## config.mk

```make
export PLATFORM = sky130hd
export DESIGN_NAME = tft_ctrl
export DESIGN_NICKNAME = d
export VERILOG_FILES = /design/src/design/tft_pkg.sv /design/src/design/tft_timing_if.sv /design/src/design/frame_fetch.sv /design/src/design/pixel_fifo.sv /design/src/design/pixel_out.sv /design/src/design/tft_ctrl.sv /design/src/design/tft_timing.sv
export SDC_FILE = /design/constraint.sdc
export NUM_CORES = 1
export LEC_CHECK = 0
export ABC_CLOCK_PERIOD_IN_PS = 3300
export BUFFER_PORTS_ARGS = -buffer_cell sky130_fd_sc_hd__buf_2
export CAP_MARGIN = 20
export CORE_ASPECT_RATIO = 2
export CORE_UTILIZATION = 33
export DETAILED_ROUTE_END_ITERATION = 12
export SYNTH_ARGS = -nofsm -noshare
export SYNTH_HDL_FRONTEND = slang
export SYNTH_HIERARCHICAL = 1
export SYNTH_SLANG_ARGS = --single-unit
export TNS_END_PERCENT = 1
```

## constraint.sdc

```tcl
create_clock -name clkSYS -period 3.3 [get_ports clkSYS]
set_input_delay 0.495 -clock clkSYS [delete_from_list [all_inputs] [get_ports clkSYS]]
set_output_delay 0.495 -clock clkSYS [all_outputs]
set_load 0.02 [all_outputs]
```

## src/design/tft_pkg.sv

```systemverilog
package tft_pkg;

	// Memory bus widths
	localparam int ADDR_W = 24;
	localparam int DATA_W = 16;

	// Panel pixel width after expansion
	localparam int RGB_W = 24;

	// Burst fetch
	localparam int BURST_LEN = 4;
	localparam logic [ADDR_W-1:0] FRAME_BASE = 24'h100000;

	// Pixel FIFO, level counts 0 to FIFO_DEPTH
	localparam int FIFO_DEPTH = 32;
	localparam int LEVEL_W = 6;
	localparam int PTR_W = LEVEL_W - 1;

	function automatic int max4(int a, int b, int c, int d);
		int m;
		m = a;
		if (b > m)
			m = b;
		if (c > m)
			m = c;
		if (d > m)
			m = d;
		return m;
	endfunction

	// Horizontal phases in cycles, 28 per line
	localparam int H_SYNC = 4;
	localparam int H_BACK = 4;
	localparam int H_ACTIVE = 16;
	localparam int H_FRONT = 4;

	// Vertical phases in lines, 10 per frame
	localparam int V_SYNC = 2;
	localparam int V_BACK = 2;
	localparam int V_ACTIVE = 4;
	localparam int V_FRONT = 2;

	// Down-counters hold length - 1
	localparam int H_CNT_W = $clog2(max4(H_SYNC, H_BACK, H_ACTIVE, H_FRONT));
	localparam int V_CNT_W = $clog2(max4(V_SYNC, V_BACK, V_ACTIVE, V_FRONT));

	typedef enum logic [1:0] {
		PH_SYNC,
		PH_BACK,
		PH_ACTIVE,
		PH_FRONT
	} phase_t;

	typedef struct packed {
		logic [4:0] red;
		logic [5:0] green;
		logic [4:0] blue;
	} rgb565_t;

endpackage

```

## src/design/tft_timing_if.sv

```systemverilog
`timescale 1ns/1ps

// Raster timing from the generator to the fetch and output stages.
// All signals are registered in tft_timing and change on clkSYS.
interface tft_timing_if;

	// Sync pulses, low during the sync phase
	logic hsync_n;
	logic vsync_n;

	// High when both phases are active
	logic active;

	// Single cycle at the start of the vertical back porch
	logic frame_start;

	modport src (
		output hsync_n,
		output vsync_n,
		output active,
		output frame_start
	);

	modport dst (
		input hsync_n,
		input vsync_n,
		input active,
		input frame_start
	);

endinterface

```

## src/design/frame_fetch.sv

```systemverilog
`timescale 1ns/1ps

module frame_fetch import tft_pkg::*; (
	input logic clkSYS,
	input logic n_reset,
	tft_timing_if.dst tim,
	input logic mem_valid,
	input logic req_ready,
	input logic pop,
	output logic [ADDR_W-1:0] req_addr,
	output logic request,
	output logic flush,
	output logic wr_en,
	output logic disp
);

	// FIFO words plus words still owed by memory
	logic [LEVEL_W-1:0] credit;
	// Words accepted but not yet returned
	logic [LEVEL_W-1:0] in_flight;
	logic flush_pending;
	logic accept;

	// Fetch starts with the first frame, then asks for a burst while one fits
	assign request = disp && !flush_pending && (credit + BURST_LEN <= FIFO_DEPTH);
	assign accept = request && req_ready;

	// Empty the FIFO once all outstanding data has landed
	assign flush = flush_pending && in_flight == '0;

	// Return data goes straight into the FIFO
	assign wr_en = mem_valid;

	always_ff @(posedge clkSYS or negedge n_reset) begin
		if (!n_reset)
			req_addr <= FRAME_BASE;
		else if (flush)
			req_addr <= FRAME_BASE;
		else if (accept)
			req_addr <= req_addr + ADDR_W'(BURST_LEN);
	end

	always_ff @(posedge clkSYS or negedge n_reset) begin
		if (!n_reset)
			credit <= '0;
		else if (flush)
			credit <= '0;
		else
			credit <= credit + (accept ? LEVEL_W'(BURST_LEN) : '0) - LEVEL_W'(pop);
	end

	always_ff @(posedge clkSYS or negedge n_reset) begin
		if (!n_reset)
			in_flight <= '0;
		else
			in_flight <= in_flight + (accept ? LEVEL_W'(BURST_LEN) : '0) - LEVEL_W'(mem_valid);
	end

	// New frame restarts at the base, display turns on with the first one
	always_ff @(posedge clkSYS or negedge n_reset) begin
		if (!n_reset) begin
			flush_pending <= 1'b0;
			disp <= 1'b0;
		end else begin
			if (tim.frame_start)
				flush_pending <= 1'b1;
			else if (flush)
				flush_pending <= 1'b0;
			if (flush)
				disp <= 1'b1;
		end
	end

	a_credit_bound: assert property (
		@(posedge clkSYS) disable iff (!n_reset)
		credit <= LEVEL_W'(FIFO_DEPTH)
	) else $error("frame_fetch: credit above FIFO depth");

	// Memory returns only what was asked for
	a_no_extra_data: assert property (
		@(posedge clkSYS) disable iff (!n_reset)
		mem_valid |-> in_flight != '0
	) else $error("frame_fetch: data returned with nothing in flight");

endmodule

```

## src/design/pixel_fifo.sv

```systemverilog
`timescale 1ns/1ps

module pixel_fifo import tft_pkg::*; (
	input logic clkSYS,
	input logic n_reset,
	input logic flush,
	input logic wr_en,
	input rgb565_t wr_data,
	input logic pop,
	output rgb565_t head,
	output logic not_empty,
	output logic [LEVEL_W-1:0] level
);

	rgb565_t mem [FIFO_DEPTH];
	logic [PTR_W-1:0] wr_ptr;
	logic [PTR_W-1:0] rd_ptr;

	// Storage
	always_ff @(posedge clkSYS) begin
		if (wr_en)
			mem[wr_ptr] <= wr_data;
	end

	// Pointers wrap at the depth, level tracks occupancy
	always_ff @(posedge clkSYS or negedge n_reset) begin
		if (!n_reset) begin
			wr_ptr <= '0;
			rd_ptr <= '0;
			level <= '0;
		end else if (flush) begin
			wr_ptr <= '0;
			rd_ptr <= '0;
			level <= '0;
		end else begin
			if (wr_en)
				wr_ptr <= wr_ptr + 1'b1;
			if (pop)
				rd_ptr <= rd_ptr + 1'b1;
			level <= level + LEVEL_W'(wr_en) - LEVEL_W'(pop);
		end
	end

	// Show-ahead read
	assign head = mem[rd_ptr];
	assign not_empty = level != '0;

	// Memory returns are unthrottled, so the fetch credit must keep room
	a_no_overflow: assert property (
		@(posedge clkSYS) disable iff (!n_reset)
		wr_en && !flush |-> level != LEVEL_W'(FIFO_DEPTH)
	) else $error("pixel_fifo: write while full");

	// Output stage checks not_empty before popping
	a_no_underflow: assert property (
		@(posedge clkSYS) disable iff (!n_reset)
		pop |-> not_empty
	) else $error("pixel_fifo: pop while empty");

endmodule

```

## src/design/pixel_out.sv

```systemverilog
`timescale 1ns/1ps

module pixel_out import tft_pkg::*; (
	input logic clkSYS,
	input logic n_reset,
	tft_timing_if.dst tim,
	input rgb565_t head,
	input logic not_empty,
	output logic pop,
	output logic de,
	output logic hsync,
	output logic vsync,
	output logic [RGB_W-1:0] rgb,
	output logic underrun
);

	logic starved;

	// Take one word on every active cycle that has one
	assign pop = tim.active && not_empty;
	assign starved = tim.active && !not_empty;

	// Panel signals share one register stage so they stay aligned
	always_ff @(posedge clkSYS or negedge n_reset) begin
		if (!n_reset) begin
			de <= 1'b0;
			hsync <= 1'b0;
			vsync <= 1'b0;
			rgb <= '0;
		end else begin
			de <= tim.active;
			hsync <= tim.hsync_n;
			vsync <= tim.vsync_n;
			// Zero fill of the low bits, black when nothing was popped
			if (pop)
				rgb <= {head.red, 3'b000, head.green, 2'b00, head.blue, 3'b000};
			else
				rgb <= '0;
		end
	end

	// Sticky until reset
	always_ff @(posedge clkSYS or negedge n_reset) begin
		if (!n_reset)
			underrun <= 1'b0;
		else if (starved)
			underrun <= 1'b1;
	end

endmodule

```

## src/design/tft_ctrl.sv

```systemverilog
`timescale 1ns/1ps

module tft_ctrl import tft_pkg::*; (
	input logic clkSYS,
	input logic n_reset,

	// Memory read port
	input logic [DATA_W-1:0] mem_data,
	input logic mem_valid,
	input logic req_ready,
	output logic [ADDR_W-1:0] req_addr,
	output logic request,

	// Panel
	output logic disp,
	output logic de,
	output logic hsync,
	output logic vsync,
	output logic [RGB_W-1:0] rgb,

	// Status
	output logic underrun,
	output logic [LEVEL_W-1:0] level
);

	tft_timing_if tim_if ();

	logic flush;
	logic wr_en;
	logic pop;
	logic not_empty;
	rgb565_t head;

	tft_timing timing_i (
		.clkSYS (clkSYS),
		.n_reset (n_reset),
		.tim (tim_if.src)
	);

	frame_fetch fetch_i (
		.clkSYS (clkSYS),
		.n_reset (n_reset),
		.tim (tim_if.dst),
		.mem_valid (mem_valid),
		.req_ready (req_ready),
		.pop (pop),
		.req_addr (req_addr),
		.request (request),
		.flush (flush),
		.wr_en (wr_en),
		.disp (disp)
	);

	// Memory words are RGB565 as stored
	pixel_fifo fifo_i (
		.clkSYS (clkSYS),
		.n_reset (n_reset),
		.flush (flush),
		.wr_en (wr_en),
		.wr_data (rgb565_t'(mem_data)),
		.pop (pop),
		.head (head),
		.not_empty (not_empty),
		.level (level)
	);

	pixel_out out_i (
		.clkSYS (clkSYS),
		.n_reset (n_reset),
		.tim (tim_if.dst),
		.head (head),
		.not_empty (not_empty),
		.pop (pop),
		.de (de),
		.hsync (hsync),
		.vsync (vsync),
		.rgb (rgb),
		.underrun (underrun)
	);

endmodule

```

## src/design/tft_timing.sv

```systemverilog
`timescale 1ns/1ps

module tft_timing import tft_pkg::*; (
	input logic clkSYS,
	input logic n_reset,
	tft_timing_if.src tim
);

	logic [H_CNT_W-1:0] h_cnt;
	logic [V_CNT_W-1:0] v_cnt;
	phase_t h_phase;
	phase_t v_phase;
	logic h_end;
	logic v_end;
	logic line_end;
	logic back_first;

	function automatic phase_t next_phase(phase_t ph);
		return phase_t'(ph + 2'd1);
	endfunction

	// Reload values are phase length minus one
	function automatic logic [H_CNT_W-1:0] h_reload(phase_t ph);
		case (ph)
			PH_SYNC: return H_CNT_W'(H_SYNC - 1);
			PH_BACK: return H_CNT_W'(H_BACK - 1);
			PH_ACTIVE: return H_CNT_W'(H_ACTIVE - 1);
			default: return H_CNT_W'(H_FRONT - 1);
		endcase
	endfunction

	function automatic logic [V_CNT_W-1:0] v_reload(phase_t ph);
		case (ph)
			PH_SYNC: return V_CNT_W'(V_SYNC - 1);
			PH_BACK: return V_CNT_W'(V_BACK - 1);
			PH_ACTIVE: return V_CNT_W'(V_ACTIVE - 1);
			default: return V_CNT_W'(V_FRONT - 1);
		endcase
	endfunction

	assign h_end = h_cnt == '0;
	assign v_end = v_cnt == '0;
	assign line_end = h_end && h_phase == PH_FRONT;

	// Horizontal phase counter
	always_ff @(posedge clkSYS or negedge n_reset) begin
		if (!n_reset) begin
			h_phase <= PH_SYNC;
			h_cnt <= h_reload(PH_SYNC);
		end else if (h_end) begin
			h_phase <= next_phase(h_phase);
			h_cnt <= h_reload(next_phase(h_phase));
		end else begin
			h_cnt <= h_cnt - 1'b1;
		end
	end

	// Vertical counter steps once per line
	always_ff @(posedge clkSYS or negedge n_reset) begin
		if (!n_reset) begin
			v_phase <= PH_SYNC;
			v_cnt <= v_reload(PH_SYNC);
		end else if (line_end) begin
			if (v_end) begin
				v_phase <= next_phase(v_phase);
				v_cnt <= v_reload(next_phase(v_phase));
			end else begin
				v_cnt <= v_cnt - 1'b1;
			end
		end
	end

	// First cycle of the first back porch line
	assign back_first = v_phase == PH_BACK && v_cnt == v_reload(PH_BACK)
		&& h_phase == PH_SYNC && h_cnt == h_reload(PH_SYNC);

	always_ff @(posedge clkSYS or negedge n_reset) begin
		if (!n_reset) begin
			tim.hsync_n <= 1'b0;
			tim.vsync_n <= 1'b0;
			tim.active <= 1'b0;
			tim.frame_start <= 1'b0;
		end else begin
			tim.hsync_n <= h_phase != PH_SYNC;
			tim.vsync_n <= v_phase != PH_SYNC;
			tim.active <= h_phase == PH_ACTIVE && v_phase == PH_ACTIVE;
			tim.frame_start <= back_first;
		end
	end

	// Frame restart must fall in blanking so no pixel is flushed mid-line
	a_start_in_blank: assert property (
		@(posedge clkSYS) disable iff (!n_reset)
		tim.frame_start |-> !tim.active
	) else $error("tft_timing: frame_start during active video");

endmodule

```

-- Word-level counts from Yosys, hierarchy flattened
Memories as Yosys holds them, arrays and structs flattened.
Index checks and enable logic that the tools add are counted.
- memory bits (writable): 512
- bits in latches: 0
- ROM bits: 0
- word-level logic and storage cells: 88
- register bits after elaboration: 96
- memories: 1
- output and inout port bits: 60
- input bits: 20
- memory list (memory ; depth ; bits a word ; rd ports ; clocked after memory_dff ; wr ports ; line ; source):
    fifo_i.mem ; 32 ; 16 ; 1 ; 0 ; 1 ; pixel_fifo.sv:15 ; rgb565_t mem [FIFO_DEPTH];
- div/mod/pow operators: 0
- bitwise gates (word level): 0
- add/subtract/negate cells: 14
- order comparisons: 1
- shift-type cells: 0
- reductions and logical operators: 25
- mux-type cells: 18
- multipliers: 0
- equality and inequality tests: 8
- operators with widths (cell ; count):
    2-to-1 mux 24 bit ; 3
    <= comparator 32 x 6 -> 1 bit, second input constant ; 1
    adder 24 x 3 -> 24 bit, second input constant ; 1
    2-to-1 mux 5 bit ; 4
    subtractor 6 x 1 -> 6 bit ; 3
    adder 6 bit ; 2
    2-to-1 mux 6 bit ; 2
    nonzero test 2 bit ; 6
    logical AND 1 bit ; 11
    adder 5 x 1 -> 5 bit, second input constant ; 2
    == test 2 bit, second input constant ; 5
    2-to-1 mux 4 bit ; 2
    adder 6 x 3 -> 7 bit, second input constant ; 1
    adder 6 x 1 -> 6 bit ; 1
    logical NOT 6 bit ; 1
    nonzero test 6 bit ; 1
    adder 2 x 1 -> 2 bit, second input constant ; 2
    == test 2 x 1 -> 1 bit, second input constant ; 2
    == test 4 x 2 -> 1 bit, second input constant ; 1
    logical NOT 2 bit ; 2
    logical NOT 4 bit ; 1
    2-to-1 mux 1 bit ; 4
    2-to-1 mux 2 bit ; 2
    subtractor 4 x 1 -> 4 bit, second input constant ; 1
    other kinds (4) ; 5

-- Depth between registers and ports, before layout
- word-level depth: 8
- mapped depth: 13
- depth with buffers taken out: 12

-- Cells and area by module
The synthesis kept the hierarchy.
- modules (own cells, without submodules) (module ; area an instance (um^2) ; times used ; cells an instance ; sequential area each (um^2)):
    pixel_fifo ; 20612.3 ; 1 ; 977 ; 15775.1
    frame_fetch ; 2296.0 ; 1 ; 219 ; 902.1
    pixel_out ; 704.4 ; 1 ; 50 ; 500.5
    tft_timing ; 691.9 ; 1 ; 58 ; 354.1

-- Least setup slack after synthesis
No wires, ideal clock.
- path kind: input-to-reg
- from: input port mem_valid
- to: memory fifo_i/mem[3][0] in the netlist's numbering (enable)
- stages: 5
- path buffers: 2
- library setup time: 0.409 ns
- setup slack: 0.456 ns
- required time: 2.891 ns
- data arrival time: 2.435 ns
- cell sequence: buf_4 -> clkbuf_1 -> nand2_1 -> or2_2 -> nor3_1
- longest elaborated chain between the ends: 2
- ends and longest elaborated chain (item ; line ; source):
    start, declared ; tft_ctrl.sv:9 ; input logic mem_valid,
    2-to-1 mux 1 bit ; pixel_fifo.sv:21 ; if (wr_en)
    2-to-1 mux 1 bit (implied by the code) ; pixel_fifo.sv:22 ; mem[wr_ptr] <= wr_data;
    end, declared ; pixel_fifo.sv:15 ;
Every way passes these cells.

-- Worst setup path after layout
- from: register fetch_i.credit[4]
- to: register fetch_i.credit[5]
- longest elaborated chain between the ends: 8
- ends and longest elaborated chain (item ; line ; source):
    start, declared ; frame_fetch.sv:18 ; logic [LEVEL_W-1:0] credit;
    start signal, assigned ; frame_fetch.sv:49 ; credit <= credit + (accept ? LEVEL_W'(BURST_LEN) : '0) - LEVEL_W'(pop);
    adder 6 x 3 -> 7 bit ; frame_fetch.sv:25 ; assign request = disp && !flush_pending && (credit + BURST_LEN <= FIFO_DEPTH);
    <= comparator 32 x 6 -> 1 bit ; frame_fetch.sv:25 ;
    logical AND 1 bit ; frame_fetch.sv:25 ;
    logical AND 1 bit ; frame_fetch.sv:26 ; assign accept = request && req_ready;
    2-to-1 mux 3 bit ; frame_fetch.sv:49 ;
    adder 6 bit * ; frame_fetch.sv:49 ;
    subtractor 6 x 1 -> 6 bit * ; frame_fetch.sv:49 ;
    2-to-1 mux 6 bit * ; frame_fetch.sv:46 ; else if (flush)
Every way passes the cells marked *; elsewhere a longest branch is shown, timed or not.
A chain may end at the register's enable or synchronous reset.

==> results.ini <==
[run_status]
status=complete, no violations

[floorplanning]
start_util=0.334
die_h_um=386
die_area_sq_mm=0.0748
rows=140
io_pins=80
die_w_um=194
coreArea_sq_mm=0.0729

[routing]
drt_iter0_drc=686
wire_per_inst_um=23.7
vias=12100
ant_nets=0
totalWireLength_um=56700
vias_per_cell=5.07
first_pass_iters=5
route.detailed.drc=0

[sta]
finalCritPeriodShare=0.872
tns_ns=0
rsz0062_at_grt=false
drv_slew=0
worst-slew-pin-transition_ns=0.797
finalSetupViolations=0
finalCriticalPeriod_ns=2.88
fin_skew_ns=0.0341
hold_ws_ns=0.311
hold_violations=0
fmax_mhz=348
setup_slack_ns=0.423
slew_headroom=0.469

[yosys]
synth.yosys.seq_area_share=0.721
yosysTopAreaCell=edfxtp_1
yosys-top-cells-area=edfxtp_1, dfrtp_1, mux4_2
yosysTopAreaCellShare=0.633
synth.avg_cell_area_sq_um=18.6
syn_area_sq_mm=0.0243
synth-compound-area-share=0.0445
synth_xor_area_frac=0.0137
synth-edff-count=512
ys.flop_type=edfxtp_1
synth_fa_ha_area_frac=0.0225
synth_cell_type_count=70
synthMuxAreaShare=0.120
synth_top_family_by_area=multiplexers
ys_async_sr_fraction=0.144
synth_warnings=6
synth-simple-area-share=0.0485
syn_inst=1304
yosys_register_bits=598
yosysMostFrequentCell=edfxtp_1
synthTopCellsByCount=edfxtp_1, mux4_2, dfrtp_1

[power]
powerDensity_mw_per_mm2=618
sequentialPowerShare=0.527
p_int_mw=12.8
p_sw_frac=0.252
power_mw=17.1
p_clk_frac=0.351
p_switching_mw=4.31
comb_power_share=0.121
p_leak_nw=9.26
worst_ir_drop_vdd_mv=0.356

[critical_path]
r2r-start=fetch_i/credit[4]
worst-path-max-fanout=10
worstRegToRegCells=12
rrSetupSlack_ns=0.42
endpoint_kind=register
cp_data_arrival_time_ns=3.33
cp-start-kind=register
worstSetupPathType=reg -> reg
r2r-end=fetch_i/credit[5]
crit_required_ns=3.76

[clock_tree]
cts_made_buffers=49
clk_latency_ns=0.61
cts.repair.resized=0
root_buffer=clkbuf_16
path_clk_slew_ns=0.07
cts_tree=built
clock_sinks=598
clock_path_buffers=3
cts_max_level=2

[grt]
grt_max_degree=49
overflow=0
global_route.usage.met3=0.0156
antenna_found_initial=3
grt-busiest-layer=met2
grtUsageTotal=0.154
grt_pass1_vias=13300
grt_util_met1=0.147
grt_use_met2=0.320
grt_pass1_wl_um=85200

[cells_and_area]
design_area_sq_mm=0.0277
fin_nets=1489
antenna_cells=0
seq_area_sq_mm=0.0175
final_core_util=0.380
nFillCells=6639
syn_to_final_growth_pct=13.9
final_cell_count_no_fill=2389
multiInputGateArea_sq_mm=0.00618
final_layout_size_suffix_gt1_frac=0.252

[place]
dp_cells=2298
numPortBuffers=69
gp_congestion=0.789
place_ws_ns=0.448
placed_cell_area_sq_mm=0.0260
hpwl_um=39000

[min_path]
worstHoldStart=mem_valid
hold_class=in -> reg
hold_depth=3
hold_end=fifo_i/wr_ptr[0]

[flow_run]
cap_viol_max_count=0

## power groups by stage
stage                     sequential [mW]  clock [mW]  combinational [mW]
after floorplan                      9.14           0                1.39
after global placement               9.16           0                2.02
after detailed placement             9.20           0                2.10
after CTS                            9.03        6.15                2.11
after global routing                 9.08        6.39                2.30
final                                9.03        6.01                2.08
## final cells by class
type	count	area share
Multi-Input combinational cell	590	0.223
Clock inverter	35	0.0141
Sequential cell	598	0.633
Tap cell	923	0.0417
Clock buffer	55	0.0451
Inverter	46	0.00624
Timing Repair Buffer	142	0.0363
## registers in the layout, summed over array words and instances (netlist names), 2 cells and up
register	cells
timing_i/v_cnt	2
timing_i/h_cnt	4
fifo_i/rd_ptr	5
fetch_i/credit	6
fetch_i/in_flight	6
fifo_i/wr_ptr	5
timing_i/v_phase	2
fetch_i/req_addr	22
fifo_i/level	6
timing_i/h_phase	2
fifo_i/mem	512
out_i/rgb	16
## how the worst max path moves through the flow
stage | from | to | depth (start not counted)
after floorplan | mem_valid | fifo_i/mem[3][0] | 5
after global placement | fetch_i/credit[4] | fetch_i/credit[5] | 12
after detailed placement | fetch_i/credit[4] | fetch_i/credit[5] | 12
after CTS | fetch_i/credit[4] | fetch_i/credit[5] | 12
after global routing | fetch_i/credit[4] | fetch_i/credit[5] | 12
final | fetch_i/credit[4] | fetch_i/credit[5] | 12
## layout by cell type, fill, tap and decap left out, drive strengths merged, types with 4 or more instances in the layout
cell	n
a2111oi	15
a21o	7
a21oi	39
a22o	15
a22oi	16
and3	17
and4	5
buf	141
bufinv	7
clkbuf	55
clkinv	23
conb	10
dfrtp	82
dfstp	4
edfxtp	512
ha	39
inv	48
mux2i	65
mux4	98
nand2	19
nand3	11
nand3b	5
nand4	14
nor2	65
nor2b	8
nor3	17
nor4	16
o21ai	6
o221ai	16
o22ai	15
xnor2	31
xor2	7
## logic make-up (layout without fill, tap and decap cells)
logic type | count (synthesis) | count (layout)
other cells | 2 | 10
fa+ha+maj | 42 | 42
simple gates | 194 | 194
compound gates | 140 | 140
xor+xnor | 38 | 38
buf+inv | 124 | 278
flops | 598 | 598
mux | 166 | 166
## metal layers
layer,routed length [um],share of wire
met2,33400,0.59
met5,0,0
met3,1540,0.027
met1,18800,0.33
met4,2890,0.051
## critical path: stages, from the launching register on
cell and delay (ns):
dfrtp_1 0.43, ha_1 0.23, nand3_1 0.16, nand4_4 0.24, nor2_1 0.20, inv_1 0.08, ha_1 0.27, inv_1 0.06
fa_1 0.43, a21o_1 0.20, a21oi_1 0.22, xnor2_1 0.16, nor2_1 0.07
## repair_timing
action / in CTS / in global routing
hold buffers: 1 / 0
hold endpoints to repair: 45 / 0
buffers inserted: 0 / 0
Note: power is estimated with default switching activity, not from simulation.
